===== src/logic/timer_pkg.sv =====
package timer_pkg;

  ////////////////////
  // digit and display types
  ////////////////////

  // ones digits, 0 to 9
  typedef logic [3:0] bcd_digit_t;

  // tens digits, 0 to 5
  typedef logic [2:0] bcd_tens_t;

  // packed word {0, mm tens, mm ones, 0, ss tens, ss ones}
  typedef logic [15:0] display_word_t;

  // tick speed, flash also freezes the count
  typedef enum logic [1:0] {
    speed_normal,
    speed_slow,
    speed_fast,
    speed_flash
  } speed_e;

  ////////////////////
  // constants
  ////////////////////

  // blinking pattern in flash mode
  localparam display_word_t flash_pattern = 16'h5555;

  // upper limit 59:59
  localparam bcd_tens_t  max_min_tens = 3'd5;
  localparam bcd_digit_t max_min_ones = 4'd9;
  localparam bcd_tens_t  max_sec_tens = 3'd5;
  localparam bcd_digit_t max_sec_ones = 4'd9;

  // minutes added or removed per button press
  localparam int jump_minutes = 2;

endpackage

===== src/logic/timer_top.sv =====
`timescale 1ns/1ps

module timer_top
  import timer_pkg::*;
#(
  parameter int normal_div = 50_000_000
)
(
  input  logic          clk,
  input  logic          reset,
  input  logic          run,
  input  logic          count_down,
  input  logic          jump_btn,
  input  logic          fast_btn,
  input  logic          slow_btn,
  output display_word_t time_display,
  output logic          blink
);

  speed_e     speed;
  logic       count_en;
  logic       down;
  logic       jump;
  logic       tick;
  bcd_digit_t sec_ones;
  bcd_tens_t  sec_tens;
  bcd_digit_t min_ones;
  bcd_tens_t  min_tens;

  ////////////////////
  // buttons and tick
  ////////////////////

  panel_control panel_i (
    .clk(clk), .reset(reset), .run(run), .count_down(count_down),
    .jump_btn(jump_btn), .fast_btn(fast_btn), .slow_btn(slow_btn),
    .speed(speed), .count_en(count_en), .down(down), .jump(jump)
  );

  tick_gen #(.normal_div(normal_div)) tick_i (
    .clk(clk), .reset(reset), .speed(speed), .tick(tick), .blink(blink)
  );

  ////////////////////
  // time and display
  ////////////////////

  bcd_time_counter counter_i (
    .clk(clk), .reset(reset), .tick(tick), .count_en(count_en), .down(down),
    .jump(jump), .sec_ones(sec_ones), .sec_tens(sec_tens),
    .min_ones(min_ones), .min_tens(min_tens)
  );

  display_pack display_i (
    .sec_ones(sec_ones), .sec_tens(sec_tens), .min_ones(min_ones),
    .min_tens(min_tens), .flash(speed == speed_flash), .blink(blink),
    .time_display(time_display)
  );

endmodule


===== src/logic/display_pack.sv =====
`timescale 1ns/1ps

module display_pack
  import timer_pkg::*;
(
  input  bcd_digit_t    sec_ones,
  input  bcd_tens_t     sec_tens,
  input  bcd_digit_t    min_ones,
  input  bcd_tens_t     min_tens,
  input  logic          flash,
  input  logic          blink,
  output display_word_t time_display
);

  display_word_t time_word;

  // bits 7 and 15 stay zero
  assign time_word = {1'b0, min_tens, min_ones, 1'b0, sec_tens, sec_ones};

  ////////////////////
  // output select
  ////////////////////

  always_comb
  begin
    if (flash)
    begin
      // pattern follows the blink level
      if (blink)
        time_display = flash_pattern;
      else
        time_display = '0;
    end
    else
    begin
      time_display = time_word;
    end
  end

endmodule


===== src/logic/bcd_time_counter.sv =====
`timescale 1ns/1ps

module bcd_time_counter
  import timer_pkg::*;
(
  input  logic       clk,
  input  logic       reset,
  input  logic       tick,
  input  logic       count_en,
  input  logic       down,
  input  logic       jump,
  output bcd_digit_t sec_ones,
  output bcd_tens_t  sec_tens,
  output bcd_digit_t min_ones,
  output bcd_tens_t  min_tens
);

  localparam int max_minutes = max_min_tens * 10 + max_min_ones;

  bcd_digit_t so_n;
  bcd_tens_t  st_n;
  bcd_digit_t mo_n;
  bcd_tens_t  mt_n;
  logic [6:0] min_bin;
  logic [6:0] min_up;
  logic [6:0] min_dn;
  logic       at_max;
  logic       at_min;

  assign at_max = (min_tens == max_min_tens) && (min_ones == max_min_ones) &&
                  (sec_tens == max_sec_tens) && (sec_ones == max_sec_ones);
  assign at_min = (min_tens == '0) && (min_ones == '0) &&
                  (sec_tens == '0) && (sec_ones == '0);

  // minutes in binary for the jump arithmetic
  assign min_bin = 7'(min_tens) * 7'd10 + 7'(min_ones);
  assign min_up  = min_bin + 7'(jump_minutes);
  assign min_dn  = min_bin - 7'(jump_minutes);

  ////////////////////
  // next time value
  ////////////////////

  always_comb
  begin
    so_n = sec_ones;
    st_n = sec_tens;
    mo_n = min_ones;
    mt_n = min_tens;
    // jump beats a tick in the same cycle
    if (jump)
    begin
      if (!down && (min_up > 7'(max_minutes)))
      begin
        so_n = max_sec_ones;
        st_n = max_sec_tens;
        mo_n = max_min_ones;
        mt_n = max_min_tens;
      end
      else if (down && (min_bin < 7'(jump_minutes)))
      begin
        so_n = '0;
        st_n = '0;
        mo_n = '0;
        mt_n = '0;
      end
      else if (!down)
      begin
        mt_n = 3'(min_up / 7'd10);
        mo_n = 4'(min_up % 7'd10);
      end
      else
      begin
        mt_n = 3'(min_dn / 7'd10);
        mo_n = 4'(min_dn % 7'd10);
      end
    end
    else if (tick && count_en && !down && !at_max)
    begin
      // count up, carry ripples through the digits
      so_n = (sec_ones == 4'd9) ? 4'd0 : sec_ones + 1'b1;
      if (sec_ones == 4'd9)
        st_n = (sec_tens == 3'd5) ? 3'd0 : sec_tens + 1'b1;
      if (sec_ones == 4'd9 && sec_tens == 3'd5)
        mo_n = (min_ones == 4'd9) ? 4'd0 : min_ones + 1'b1;
      if (sec_ones == 4'd9 && sec_tens == 3'd5 && min_ones == 4'd9)
        mt_n = min_tens + 1'b1;
    end
    else if (tick && count_en && down && !at_min)
    begin
      // count down, borrow ripples the same way
      so_n = (sec_ones == 4'd0) ? 4'd9 : sec_ones - 1'b1;
      if (sec_ones == 4'd0)
        st_n = (sec_tens == 3'd0) ? 3'd5 : sec_tens - 1'b1;
      if (sec_ones == 4'd0 && sec_tens == 3'd0)
        mo_n = (min_ones == 4'd0) ? 4'd9 : min_ones - 1'b1;
      if (sec_ones == 4'd0 && sec_tens == 3'd0 && min_ones == 4'd0)
        mt_n = min_tens - 1'b1;
    end
  end

  always_ff @(posedge clk or posedge reset)
  begin
    if (reset)
    begin
      sec_ones <= '0;
      sec_tens <= '0;
      min_ones <= '0;
      min_tens <= '0;
    end
    else
    begin
      sec_ones <= so_n;
      sec_tens <= st_n;
      min_ones <= mo_n;
      min_tens <= mt_n;
    end
  end

  assert property (@(posedge clk) disable iff (reset)
    (sec_ones <= 4'd9) && (min_ones <= 4'd9) && (sec_tens <= 3'd5) && (min_tens <= 3'd5));

endmodule


===== src/logic/panel_control.sv =====
`timescale 1ns/1ps

module panel_control
  import timer_pkg::*;
(
  input  logic   clk,
  input  logic   reset,
  input  logic   run,
  input  logic   count_down,
  input  logic   jump_btn,
  input  logic   fast_btn,
  input  logic   slow_btn,
  output speed_e speed,
  output logic   count_en,
  output logic   down,
  output logic   jump
);

  logic jump_btn_q;

  ////////////////////
  // speed decode
  ////////////////////

  always_comb
  begin
    case ({fast_btn, slow_btn})
      2'b11:   speed = speed_flash;
      2'b10:   speed = speed_fast;
      2'b01:   speed = speed_slow;
      default: speed = speed_normal;
    endcase
  end

  // flash mode holds the count
  assign count_en = run && (speed != speed_flash);

  ////////////////////
  // button registers
  ////////////////////

  always_ff @(posedge clk or posedge reset)
  begin
    if (reset)
    begin
      jump_btn_q <= 1'b0;
      jump       <= 1'b0;
      down       <= 1'b0;
    end
    else
    begin
      jump_btn_q <= jump_btn;
      // one pulse per press, holding does not repeat
      jump <= jump_btn && !jump_btn_q;
      // direction only follows the switch while paused
      if (!run)
        down <= count_down;
    end
  end

  assert property (@(posedge clk) disable iff (reset) jump |=> !jump);

endmodule


===== src/logic/tick_gen.sv =====
`timescale 1ns/1ps

module tick_gen
  import timer_pkg::*;
#(
  parameter int normal_div = 50_000_000
)
(
  input  logic   clk,
  input  logic   reset,
  input  speed_e speed,
  output logic   tick,
  output logic   blink
);

  localparam int slow_div = 2 * normal_div;
  // fast period never drops below two cycles
  localparam int fast_div = (normal_div / 2 < 2) ? 2 : normal_div / 2;
  localparam int cnt_w = $clog2(slow_div + 1);

  logic [cnt_w-1:0] count;
  logic [cnt_w-1:0] last_count;
  speed_e           speed_q;
  logic             speed_changed;

  // terminal count for the selected speed
  always_comb
  begin
    case (speed)
      speed_slow: last_count = cnt_w'(slow_div - 1);
      speed_fast: last_count = cnt_w'(fast_div - 1);
      default:    last_count = cnt_w'(normal_div - 1);
    endcase
  end

  assign speed_changed = (speed != speed_q);
  assign tick = (count == last_count) && !speed_changed;

  always_ff @(posedge clk or posedge reset)
  begin
    if (reset)
    begin
      count   <= '0;
      speed_q <= speed_normal;
      blink   <= 1'b0;
    end
    else
    begin
      speed_q <= speed;
      // new speed starts a fresh period
      if (speed_changed || tick)
        count <= '0;
      else
        count <= count + 1'b1;
      if (tick)
        blink <= ~blink;
    end
  end

  assert property (@(posedge clk) disable iff (reset)
    (normal_div > 2) && tick |=> !tick);

endmodule


===== config.mk =====
export PLATFORM = sky130hd
export DESIGN_NAME = timer_top
export DESIGN_NICKNAME = d
export VERILOG_FILES = /design/src/logic/timer_pkg.sv /design/src/logic/timer_top.sv /design/src/logic/display_pack.sv /design/src/logic/bcd_time_counter.sv /design/src/logic/panel_control.sv /design/src/logic/tick_gen.sv
export SDC_FILE = /design/constraint.sdc
export NUM_CORES = 1
export LEC_CHECK = 0
export BUFFER_PORTS_ARGS = -buffer_cell sky130_fd_sc_hd__buf_2
export CAP_MARGIN = 0
export CELL_PAD_IN_SITES_DETAIL_PLACEMENT = 2
export CELL_PAD_IN_SITES_GLOBAL_PLACEMENT = 2
export CORE_MARGIN = 2
export CORE_UTILIZATION = 35
export CTS_CLUSTER_SIZE = 40
export DETAILED_ROUTE_END_ITERATION = 7
export HOLD_SLACK_MARGIN = 0.02
export PLACE_DENSITY_LB_ADDON = 0.1
export SYNTH_ARGS = -nofsm -noshare
export SYNTH_HDL_FRONTEND = slang
export SYNTH_HIERARCHICAL = 1
export SYNTH_SLANG_ARGS = --single-unit

===== constraint.sdc =====
create_clock -name clk -period 3.7 [get_ports clk]
set_input_delay 0.555 -clock clk [delete_from_list [all_inputs] [get_ports clk]]
set_output_delay 0.555 -clock clk [all_outputs]
set_load 0.05 [all_outputs]

==> results.json, run 1 <==
{
  "overflow": 0,
  "num_vias": 3712,
  "grt_pass1_vias": 4035,
  "drt-met1-wl_um": 6010,
  "start_util_pct": 35.7,
  "run_status": "finished, violations left",
  "wl_per_cell_um": 19.3,
  "drv_cap": 0,
  "synthAdderAreaFrac_pct": 6.50,
  "grt_max_degree": 31,
  "cpMaxStageDelayCell": "or4_4",
  "final_area_mm2": 0.00487,
  "critPathMaxFanout": 6,
  "antenna_left": 0,
  "die_h_um": 112,
  "crit_chain": "ha_2 -> inv_2 -> fa_2 -> or4_4 -> and2_4 -> nand2_1 -> and3_4 -> xor2_4 -> mux2i_1 -> mux2i_1 -> o31a_1 -> ha_2 -> o211a_4 -> mux2_4 -> o221ai_2",
  "ys_types": 86,
  "wl_met3_um": 246,
  "antenna_found_initial": 0,
  "worstPathArrival_ns": 3.92,
  "htree_levels": 2,
  "diodes": 0,
  "syn_inst": 459,
  "finalNetCount": 544,
  "dieArea_mm2": 0.0125,
  "die_w_um": 112,
  "yosysSeqAreaShare_pct": 28.8,
  "clk_latency_ns": 0.29,
  "layout_commonest_cell": "nor2_1",
  "slew_violations": 0,
  "start_kind": "flop",
  "io_buffers": 21,
  "cts_root_buffer": "clkbuf_16",
  "fin_util_pct": 42.6,
  "cp.required_ns": 3.91,
  "place_hpwl_um": 9510,
  "syn_to_final_growth_pct": 19.3,
  "ys_async_sr_fraction_pct": 100,
  "critPathMaxStageDelay_ns": 0.51,
  "rows": 39,
  "grt_usage_pct": 21.0,
  "routed_via_density": 5.62,
  "wl_met2_um": 6320,
  "hp-class": "primary input to async pin",
  "core_area_mm2": 0.0114,
  "drive_above_1_share_pct": 27.6,
  "end_kind": "flop",
  "ys_ff_latch": 47,
  "max_freq_mhz": 270,
  "cts_hold_buf": 0,
  "post-route-drc-count": 0,
  "highest_layer": "met4",
  "grt_first_pass_wirelength_um": 21200,
  "syn_area_per_cell_um2": 8.89,
  "fin_crit_ns": 3.70,
  "ys_warn_count": 6,
  "skew_ns": 0.00452,
  "worst_pin_slew_ns": 0.842,
  "synth_area_mm2": 0.00408,
  "cts_buffers": 5,
  "ios": 24,
  "place_congestion": 0.784,
  "rsz0062_at_grt": "yes",
  "final-hold-violation-count": 0,
  "period_share_pct": 100,
  "ys.flop_type": "dfrtp_1",
  "drt-pass1-iter-count": 4,
  "drtIter0Drc": 122,
  "critical_path_class": "flop to flop",
  "hold_ws_ns": 0.143,
  "clock-sinks": 47,
  "slew_headroom_pct": 43.3,
  "cts_tree": "built",
  "violations": "setup timing",
  "synthMuxAreaShare_pct": 5.86,
  "final_cell_mix": "50 x nor2_1, 47 x dfrtp_1, 46 x buf_4",
  "synth_top_family_by_area": "simple AND/OR/NAND/NOR gates",
  "clk_path_buf_depth": 2,
  "synth-compound-area-share_pct": 17.8,
  "synthXorXnorAreaFrac_pct": 10.9,
  "clkSlewWorstSetupHoldPaths_ns": 0.07,
  "synth_simple_gate_area_share_pct": 25.0,
  "synth-edff-count": 0,
  "drt_wl_total_um": 12700,
  "place_area_mm2": 0.00455,
  "setup_slack_ns": -0.00171,
  "setup_viol": 1
}
path summary, 6_finish.rpt:
check	startpoint	endpoint	slack, ns	depth (start not counted)
hold reg to reg	panel_i/jump_btn_q$_DFF_PP0_	panel_i/jump$_DFF_PP0_	0.41	1
min in group clk	jump_btn	panel_i/jump_btn_q$_DFF_PP0_	0.38	1
hold / removal	reset	panel_i/jump_btn_q$_DFF_PP0_	0.14	2
setup reg to reg	counter_i/min_tens[0]$_DFFE_PP0P_	counter_i/min_ones[2]$_DFFE_PP0P_	-0.002	15
max in group asynchronous	reset	counter_i/min_ones[0]$_DFFE_PP0P_	2.86	2
setup / recovery	counter_i/min_tens[0]$_DFFE_PP0P_	counter_i/min_ones[2]$_DFFE_PP0P_	-0.002	15
registers in the layout, indices dropped and copies added (netlist names):
register and flops:
panel_i/jump_btn_q 1, tick_i/count 27, tick_i/speed_q 2, tick_i/blink 1, panel_i/down 1, counter_i/min_tens 3
counter_i/min_ones 4, counter_i/sec_ones 4, panel_i/jump 1, counter_i/sec_tens 3
cells in the mapped netlist (4+ instances only):
master | count | share of area (%)
nor2_1 | 51 | 4.7
dfrtp_1 | 47 | 29
nand2_1 | 38 | 3.5
inv_1 | 25 | 2.3
xnor2_1 | 22 | 4.7
xor2_1 | 20 | 4.3
a21oi_1 | 18 | 2.2
ha_1 | 18 | 5.5
nand3_1 | 16 | 2.0
o21ai_0 | 13 | 1.6
a31oi_1 | 11 | 1.7
nand4_1 | 11 | 1.7
and3_1 | 10 | 1.5
clkbuf_1 | 9 | 0.83
nor4_1 | 9 | 1.4
mux2i_1 | 7 | 1.7
and2b_2 | 6 | 1.3
mux2_4 | 6 | 2.2
nor3_1 | 6 | 0.74
and2_1 | 5 | 0.77
mux2_2 | 5 | 1.4
a211o_1 | 4 | 0.86
nand3b_1 | 4 | 0.74
nor2b_1 | 4 | 0.61
o211ai_1 | 4 | 0.74
or3_1 | 4 | 0.61
critical path, delay by kind of cell (launching register included):
kind	cells	cell delay (ns)
mux	3	0.56
xor+xnor	1	0.19
compound gates	3	0.53
buf+inv	1	0.06
flops	1	0.41
simple gates	4	0.96
fa+ha+maj	3	0.89
through the flow:
step / setup WS, ns / setup TNS [ns] / instances
after floorplan: -0.0340 / -0.0340 / 460
after CTS: -0.0290 / -0.0290 / 652
after detailed placement: -0.136 / -0.136 / 641
after global placement: -0.0281 / -0.0281 / 641
after global routing: -0.173 / -0.374 / 661
final: -0.00171 / -0.00171 / 661
cell type report:
cell class	count	area, um2
clock buffers	6	129
multi-input cells	369	2810
clock inverters	2	16.3
flip-flops and latches	47	1180
inverters	27	105
well taps	143	179
fillers	1298	6550
repair buffers	67	450
routing by layer:
layer  track usage (%)  vias up
met5                 0        -
met2              36.1       42
met3              2.23       13
met4              4.55        0
met1              28.6     1899
li1                  -     1758
logic make-up (layout without fill, tap and decap cells):
logic type      after synthesis  in the layout
simple gates                187            187
mux                          19             19
other cells                   1              2
fa+ha+maj                    20             20
xor+xnor                     46             46
compound gates               95             95
buf+inv                      44            102
flops                        47             47
repair_timing:
item / 4_1_cts / 5_1_grt
gates cloned: 0 / 0
pin swaps: 3 / 5
setup buffers: 3 / 9
gates resized for setup: 7 / 12
setup endpoints to repair: 3 / 9
Power of run 1 is left out: the tool's default activity adds up to more than one toggle a clock period on the data nets, which glitch-free logic cannot reach.
==> inputs of run 2 (changes only) <==
--- a/config.mk
+++ b/config.mk
@@ -10,12 +10,11 @@
 export CELL_PAD_IN_SITES_DETAIL_PLACEMENT = 2
 export CELL_PAD_IN_SITES_GLOBAL_PLACEMENT = 2
 export CORE_MARGIN = 2
-export CORE_UTILIZATION = 35
+export CORE_UTILIZATION = 34
 export CTS_CLUSTER_SIZE = 40
 export DETAILED_ROUTE_END_ITERATION = 7
 export HOLD_SLACK_MARGIN = 0.02
 export PLACE_DENSITY_LB_ADDON = 0.1
 export SYNTH_ARGS = -nofsm -noshare
 export SYNTH_HDL_FRONTEND = slang
-export SYNTH_HIERARCHICAL = 1
 export SYNTH_SLANG_ARGS = --single-unit
==> run 2 against run 1 <==
Against the previous run: the flow still finishes with violations (setup timing); non-clock buffer count is 50 higher; core utilization up 5.6 points; first-iteration DRC count up 69%; sequential share of layout area is 2.6 points lower; fmax shrank 18%; hold slack gained 0.23 ns; global-route usage is 7.1 points higher; critical path type unchanged.
==> results.json, run 2 <==
{
  "run_status": "finished, violations left",
  "violations": "setup timing",
  "synthXorXnorAreaFrac_pct": 9.80,
  "synth_area_leader_cell": "dfrtp_1",
  "ios": 24,
  "yosysMostFrequentCell": "nor2_1",
  "start_util_pct": 34.6,
  "yosys-top-cells-area": "dfrtp_1 30%, ha_1 6.4%, nor2_1 5.7%, xor2_1 5.4%, nand2_1 4.0%",
  "finalNetCount": 620,
  "place_hpwl_um": 11200,
  "synth_area_mm2": 0.00392,
  "hp-class": "primary input to flop",
  "critPathMaxStageDelay_ns": 0.67,
  "setup_viol": 9,
  "layout_commonest_cell": "buf_4",
  "ys.flop_type": "dfrtp_1",
  "dieArea_mm2": 0.0124,
  "cts_buffers": 5,
  "nFillCells": 1235,
  "syn_to_final_growth_pct": 39.1,
  "clk_latency_ns": 0.31,
  "drt_wl_total_um": 18300,
  "cpMaxStageDelayCell": "fa_2",
  "synth-edff-count": 0,
  "clock-sinks": 47,
  "largest_register": "tick_i.count",
  "setup_slack_ns": -0.832,
  "syn_area_per_cell_um2": 8.07,
  "final_cell_mix": "94 x buf_4, 56 x nor2_1, 46 x dfrtp_1",
  "synth_top_area_share_pct": 30.0,
  "cpMostUsedCell": "ha_4",
  "synthMuxAreaShare_pct": 3.00,
  "io_buffers": 21,
  "reg2reg_to": "counter_i.min_ones[2]$_DFFE_PP0P_",
  "skew_ns": 0.0171,
  "critPathMaxFanout": 5,
  "drv_cap": 0,
  "worstPathArrival_ns": 4.78,
  "yosysSeqAreaShare_pct": 30.0,
  "crit_chain": "ha_4 -> inv_2 -> fa_2 -> inv_2 -> ha_4 -> mux2i_4 -> xnor2_2 -> o31ai_2 -> o22ai_2 -> buf_4 -> a211oi_2 -> o21a_2 -> ha_4 -> maj3_2 -> or3_1 -> a22o_4 -> nand2_2 -> mux2_4 -> o21ai_1",
  "clk_path_buf_depth": 2,
  "core_area_mm2": 0.0113,
  "syn_inst": 486,
  "fin_crit_ns": 4.53,
  "synth-compound-area-share_pct": 18.5,
  "top_regs": "tick_i.count (27), counter_i.min_ones (4), counter_i.sec_ones (4)",
  "antenna_left": 0,
  "die_w_um": 111,
  "critical_path_class": "flop to flop",
  "ys_async_sr_fraction_pct": 100,
  "worst_pin_slew_ns": 1.05,
  "synth_simple_gate_area_share_pct": 25.7,
  "pre_cts_ws_ns": -0.660,
  "rsz0062_at_grt": "yes",
  "synthAdderAreaFrac_pct": 7.95,
  "final-hold-violation-count": 0,
  "r2r_setup_slack_ns": -0.83,
  "slew_headroom_pct": 29.6,
  "place_area_mm2": 0.00480,
  "overflow": 0,
  "wl_per_cell_um": 24.9,
  "rows": 39,
  "place_congestion": 0.878,
  "clkSlewWorstSetupHoldPaths_ns": 0.08,
  "grt_max_degree": 48,
  "num_vias": 4253,
  "htree_levels": 2,
  "drive_above_1_share_pct": 33.1,
  "grt_pass1_vias": 4770,
  "post-route-drc-count": 0,
  "start_kind": "flop",
  "slew_violations": 0,
  "routed_via_density": 5.79,
  "ys_ff_latch": 47,
  "seq_area_mm2": 0.00118,
  "antenna_found_initial": 0,
  "ff2ff_path_depth": 19,
  "cp.required_ns": 3.95,
  "setup.worst_path.start": "counter_i.min_tens[0]$_DFFE_PP0P_",
  "drtIter0Drc": 206,
  "fin_util_pct": 48.2,
  "max_freq_mhz": 221,
  "period_share_pct": 122,
  "drt-pass1-iter-count": 4,
  "final_area_mm2": 0.00545,
  "die_h_um": 111,
  "diodes": 0,
  "grt_usage_pct": 28.0,
  "cts_tree": "built",
  "ys_types": 68,
  "crit_end": "counter_i.min_ones[2]$_DFFE_PP0P_",
  "ys_warn_count": 0,
  "largest_reg_flops": 27,
  "cts_root_buffer": "clkbuf_16",
  "multiInputGateArea_mm2": 0.00301,
  "synth_common_cells": "60 x nor2_1, 47 x dfrtp_1, 42 x nand2_1",
  "grt_first_pass_wirelength_um": 27300,
  "reg2reg_from": "counter_i.min_tens[0]$_DFFE_PP0P_",
  "end_kind": "flop",
  "synth_top_family_by_area": "simple AND/OR/NAND/NOR gates"
}
==> run 2: cell count changes after synthesis, moves of 6 or more <==
cell,change
nor3_1,+12
a21oi_1,+6
nor2_1,+9
and2b_2,-6
o21ai_0,+16
mux2_4,-6
==> run 2: layout make-up <==
cell class	count	share of cell area [%]
multi-input cells	394	55.1
flip-flops and latches	47	21.6
clock buffers	5	2.29
well taps	143	3.28
clock inverters	3	0.505
inverters	26	1.79
repair buffers	117	15.4
==> run 2: per-layer routing <==
layer	global-route usage (%)	up-vias	wire, um
met4	9.38	0	454
met3	3.70	29	517
met1	35.2	2189	7830
li1	-	1944	-
met5	0	-	0
met2	49.8	91	9480
==> run 2: repair_timing <==
| item | CTS | global route |
|---|---|---|
| setup endpoints to repair | 6 | 13 |
| hold buffers | 0 | 0 |
| resized for setup | 47 | 12 |
| buffers inserted | 17 | 6 |
| pin swaps | 33 | 14 |
| gates cloned | 0 | 0 |
==> run 2: cell families (layout without fill, tap and decap cells) <==
kind of cell	after synthesis	after routing
DFF	47	47
and+or+nand+nor	204	204
xor gates and xnor gates	43	43
adders and majority gates	24	24
muxes	11	11
AOI/OAI and AO/OA	110	110
other	1	2
buffers and inverters	46	151
==> run 2: how the worst min path moves through the flow <==
stage | startpoint | depth (start not counted) | end | slack (ns)
floorplan | panel_i.jump_btn_q$_DFF_PP0_ | 1 | panel_i.jump$_DFF_PP0_ | 0.38
global placement | panel_i.jump_btn_q$_DFF_PP0_ | 1 | panel_i.jump$_DFF_PP0_ | 0.39
detailed placement | panel_i.jump_btn_q$_DFF_PP0_ | 1 | panel_i.jump$_DFF_PP0_ | 0.39
CTS | jump_btn | 1 | panel_i.jump_btn_q$_DFF_PP0_ | 0.37
global route | jump_btn | 1 | panel_i.jump_btn_q$_DFF_PP0_ | 0.37
finish | jump_btn | 1 | panel_i.jump_btn_q$_DFF_PP0_ | 0.38
==> run 2: critical path, delay by kind of cell (launching register included) <==
kind	cells	cell delay (ns)
adder cells (fa/ha/maj)	5	1.49
AO/OA/AOI/OAI	6	1.08
multiplexers	2	0.53
flip-flops	1	0.45
AND/OR/NAND/NOR	2	0.40
buffers and inverters	3	0.31
XOR/XNOR	1	0.19
==> run 2: through the flow <==
step | std cells | TNS, ns | hold WS (ns)
final | 735 | -2.97 | 0.375
after global routing | 735 | -3.82 | 0.370
after floorplan | 487 | -1.66 | 0.378
after global placement | 704 | -1.30 | 0.385
after detailed placement | 704 | -2.19 | 0.391
after CTS | 729 | -1.43 | 0.370
Power of run 2 is left out for the same reason.
==> inputs of run 3 (changes only) <==
==> constraint.sdc (replaced) <==
create_clock -name clk -period 3.79 [get_ports clk]
set_input_delay 0.5685 -clock clk [delete_from_list [all_inputs] [get_ports clk]]
set_output_delay 0.5685 -clock clk [all_outputs]
set_load 0.05 [all_outputs]
==> run 3 against run 2 <==
Against the previous run: first-iteration DRC count up 33%; critical endpoint unchanged; core utilization up 0.98 points; largest cell class unchanged; sequential cell count unchanged; worst setup slack better by 0.014 ns; hold slack better by 0.020 ns; the run still ends with setup timing left; final cell count up 0.54%; clock-buffer cell count up 1; clock skew down 0.0060 ns; critical path depth up 1; sequential share of layout area down 0.45 points; register-to-register slack about the same.
==> results.json, run 3 (synthesized netlist as in run 2, its figures left out) <==
{
  "antenna_left": 0,
  "largest_register": "tick_i.count",
  "grt_max_degree": 48,
  "setup_viol": 12,
  "final-hold-violation-count": 0,
  "period_share_pct": 122,
  "worst_pin_slew_ns": 1.32,
  "finalNetCount": 624,
  "end_kind": "flop",
  "cp.required_ns": 4.03,
  "grt_pass1_vias": 4816,
  "drtIter0Drc": 275,
  "reg2reg_from": "counter_i.min_tens[0]$_DFFE_PP0P_",
  "final_cell_mix": "91 x buf_4, 55 x nor2_1, 47 x dfrtp_1",
  "wl_per_cell_um": 27.8,
  "clock-sinks": 47,
  "grt_first_pass_wirelength_um": 27800,
  "final_area_mm2": 0.00557,
  "setup.worst_path.start": "counter_i.min_tens[0]$_DFFE_PP0P_",
  "layout_commonest_cell": "buf_4",
  "diodes": 0,
  "critical_path_class": "flop to flop",
  "hold_ws_ns": 0.395,
  "routed_via_density": 6.03,
  "post-route-drc-count": 0,
  "cts_buffers": 5,
  "grt_usage_pct": 28.3,
  "die_h_um": 111,
  "io_buffers": 21,
  "max_freq_mhz": 217,
  "critPathMaxFanout": 4,
  "fin_util_pct": 49.2,
  "place_hpwl_um": 10700,
  "rows": 39,
  "start_util_pct": 34.6,
  "pre_cts_ws_ns": -0.709,
  "skew_ns": 0.0111,
  "slew_headroom_pct": 11.1,
  "htree_levels": 2,
  "hp-class": "primary input to flop",
  "nFillCells": 1240,
  "violations": "setup timing",
  "drive_above_1_share_pct": 34.4,
  "hp-start": "jump_btn",
  "largest_reg_flops": 27,
  "syn_to_final_growth_pct": 42.0,
  "drt_wl_total_um": 20500,
  "num_vias": 4459,
  "place_area_mm2": 0.00476,
  "antenna_found_initial": 0,
  "clkSlewWorstSetupHoldPaths_ns": 0.07,
  "rsz0062_at_grt": "yes",
  "worstPathArrival_ns": 4.84,
  "run_status": "finished, violations left",
  "overflow": 0,
  "place_congestion": 0.863,
  "cts_root_buffer": "clkbuf_16",
  "cts_hold_buf": 0,
  "top_regs": "tick_i.count (27), counter_i.min_ones (4), counter_i.sec_ones (4)",
  "cts_tree": "built",
  "core_area_mm2": 0.0113,
  "slew_violations": 0,
  "clk_latency_ns": 0.31,
  "drv_cap": 0,
  "drt-pass1-iter-count": 5,
  "ios": 24,
  "die_w_um": 111,
  "dieArea_mm2": 0.0124,
  "start_kind": "flop",
  "setup_slack_ns": -0.818,
  "fin_crit_ns": 4.61,
  "clk_path_buf_depth": 2
}
## run 3: cell count changes in the layout (fill, tap and decap cells not counted), sizes merged
cell,previous run,this run
buf,117,121
inv,28,27
clkbuf,5,6
## run 3: per-layer routing
layer	part of all wire (%)	up-vias	GRT usage, %
li1	-	1950	-
met1	41	2323	34.9
met2	50	129	51.0
met3	3.4	57	3.65
met4	4.7	0	9.63
met5	0	-	0
## run 3: what timing repair did
action	CTS	global route
pin swaps	24	29
endpoints found under the setup margin	8	13
buffers inserted	23	9
resized for setup	47	35
## run 3: final timing paths
check                                                          to  slack, ns  cells after the start
worst max-delay path            counter_i.min_ones[2]$_DFFE_PP0P_      -0.82                     20
worst max register to register  counter_i.min_ones[2]$_DFFE_PP0P_      -0.82                     20
max in group asynchronous               tick_i.count[7]$_DFF_PP0_       2.58                      2
worst min-delay path                 panel_i.jump_btn_q$_DFF_PP0_       0.39                      1
worst min register to register             panel_i.jump$_DFF_PP0_       0.41                      1
min in group asynchronous       counter_i.sec_ones[3]$_DFFE_PP0P_       0.55                      2
## run 3: cell type report
| type | count | area (um2) | share of cell area [%] |
|---|---|---|---|
| Inverter | 26 | 97.6 | 1.75 |
| Tap cell | 143 | 179 | 3.21 |
| Clock buffer | 6 | 129 | 2.32 |
| Clock inverter | 2 | 16.3 | 0.292 |
| Timing Repair Buffer | 121 | 890 | 16.0 |
| Sequential cell | 47 | 1180 | 21.1 |
| Multi-Input combinational cell | 394 | 3080 | 55.3 |
## run 3: through the flow
step                      TNS (ns)  std cells
after global routing         -5.76        739
final                        -4.39        739
after global placement      -0.951        699
after detailed placement     -2.56        699
after CTS                    -1.44        730
after floorplan              -1.36        487
## run 3: worst max-delay path: stages (launching register included)
cell      delay (ns)
dfrtp_1         0.45
buf_6           0.15
ha_4            0.27
ha_4            0.17
a211oi_4        0.04
buf_4           0.17
o21ai_4         0.19
buf_6           0.13
nand4_1         0.22
buf_4           0.22
o21a_4          0.24
nor4_4          0.24
a211oi_2        0.10
o21a_1          0.24
ha_2            0.22
maj3_2          0.31
or3_4           0.34
a22o_4          0.30
nand2_4         0.08
mux2_4          0.30
o21ai_2         0.12
Power of run 3 is left out for the same reason.
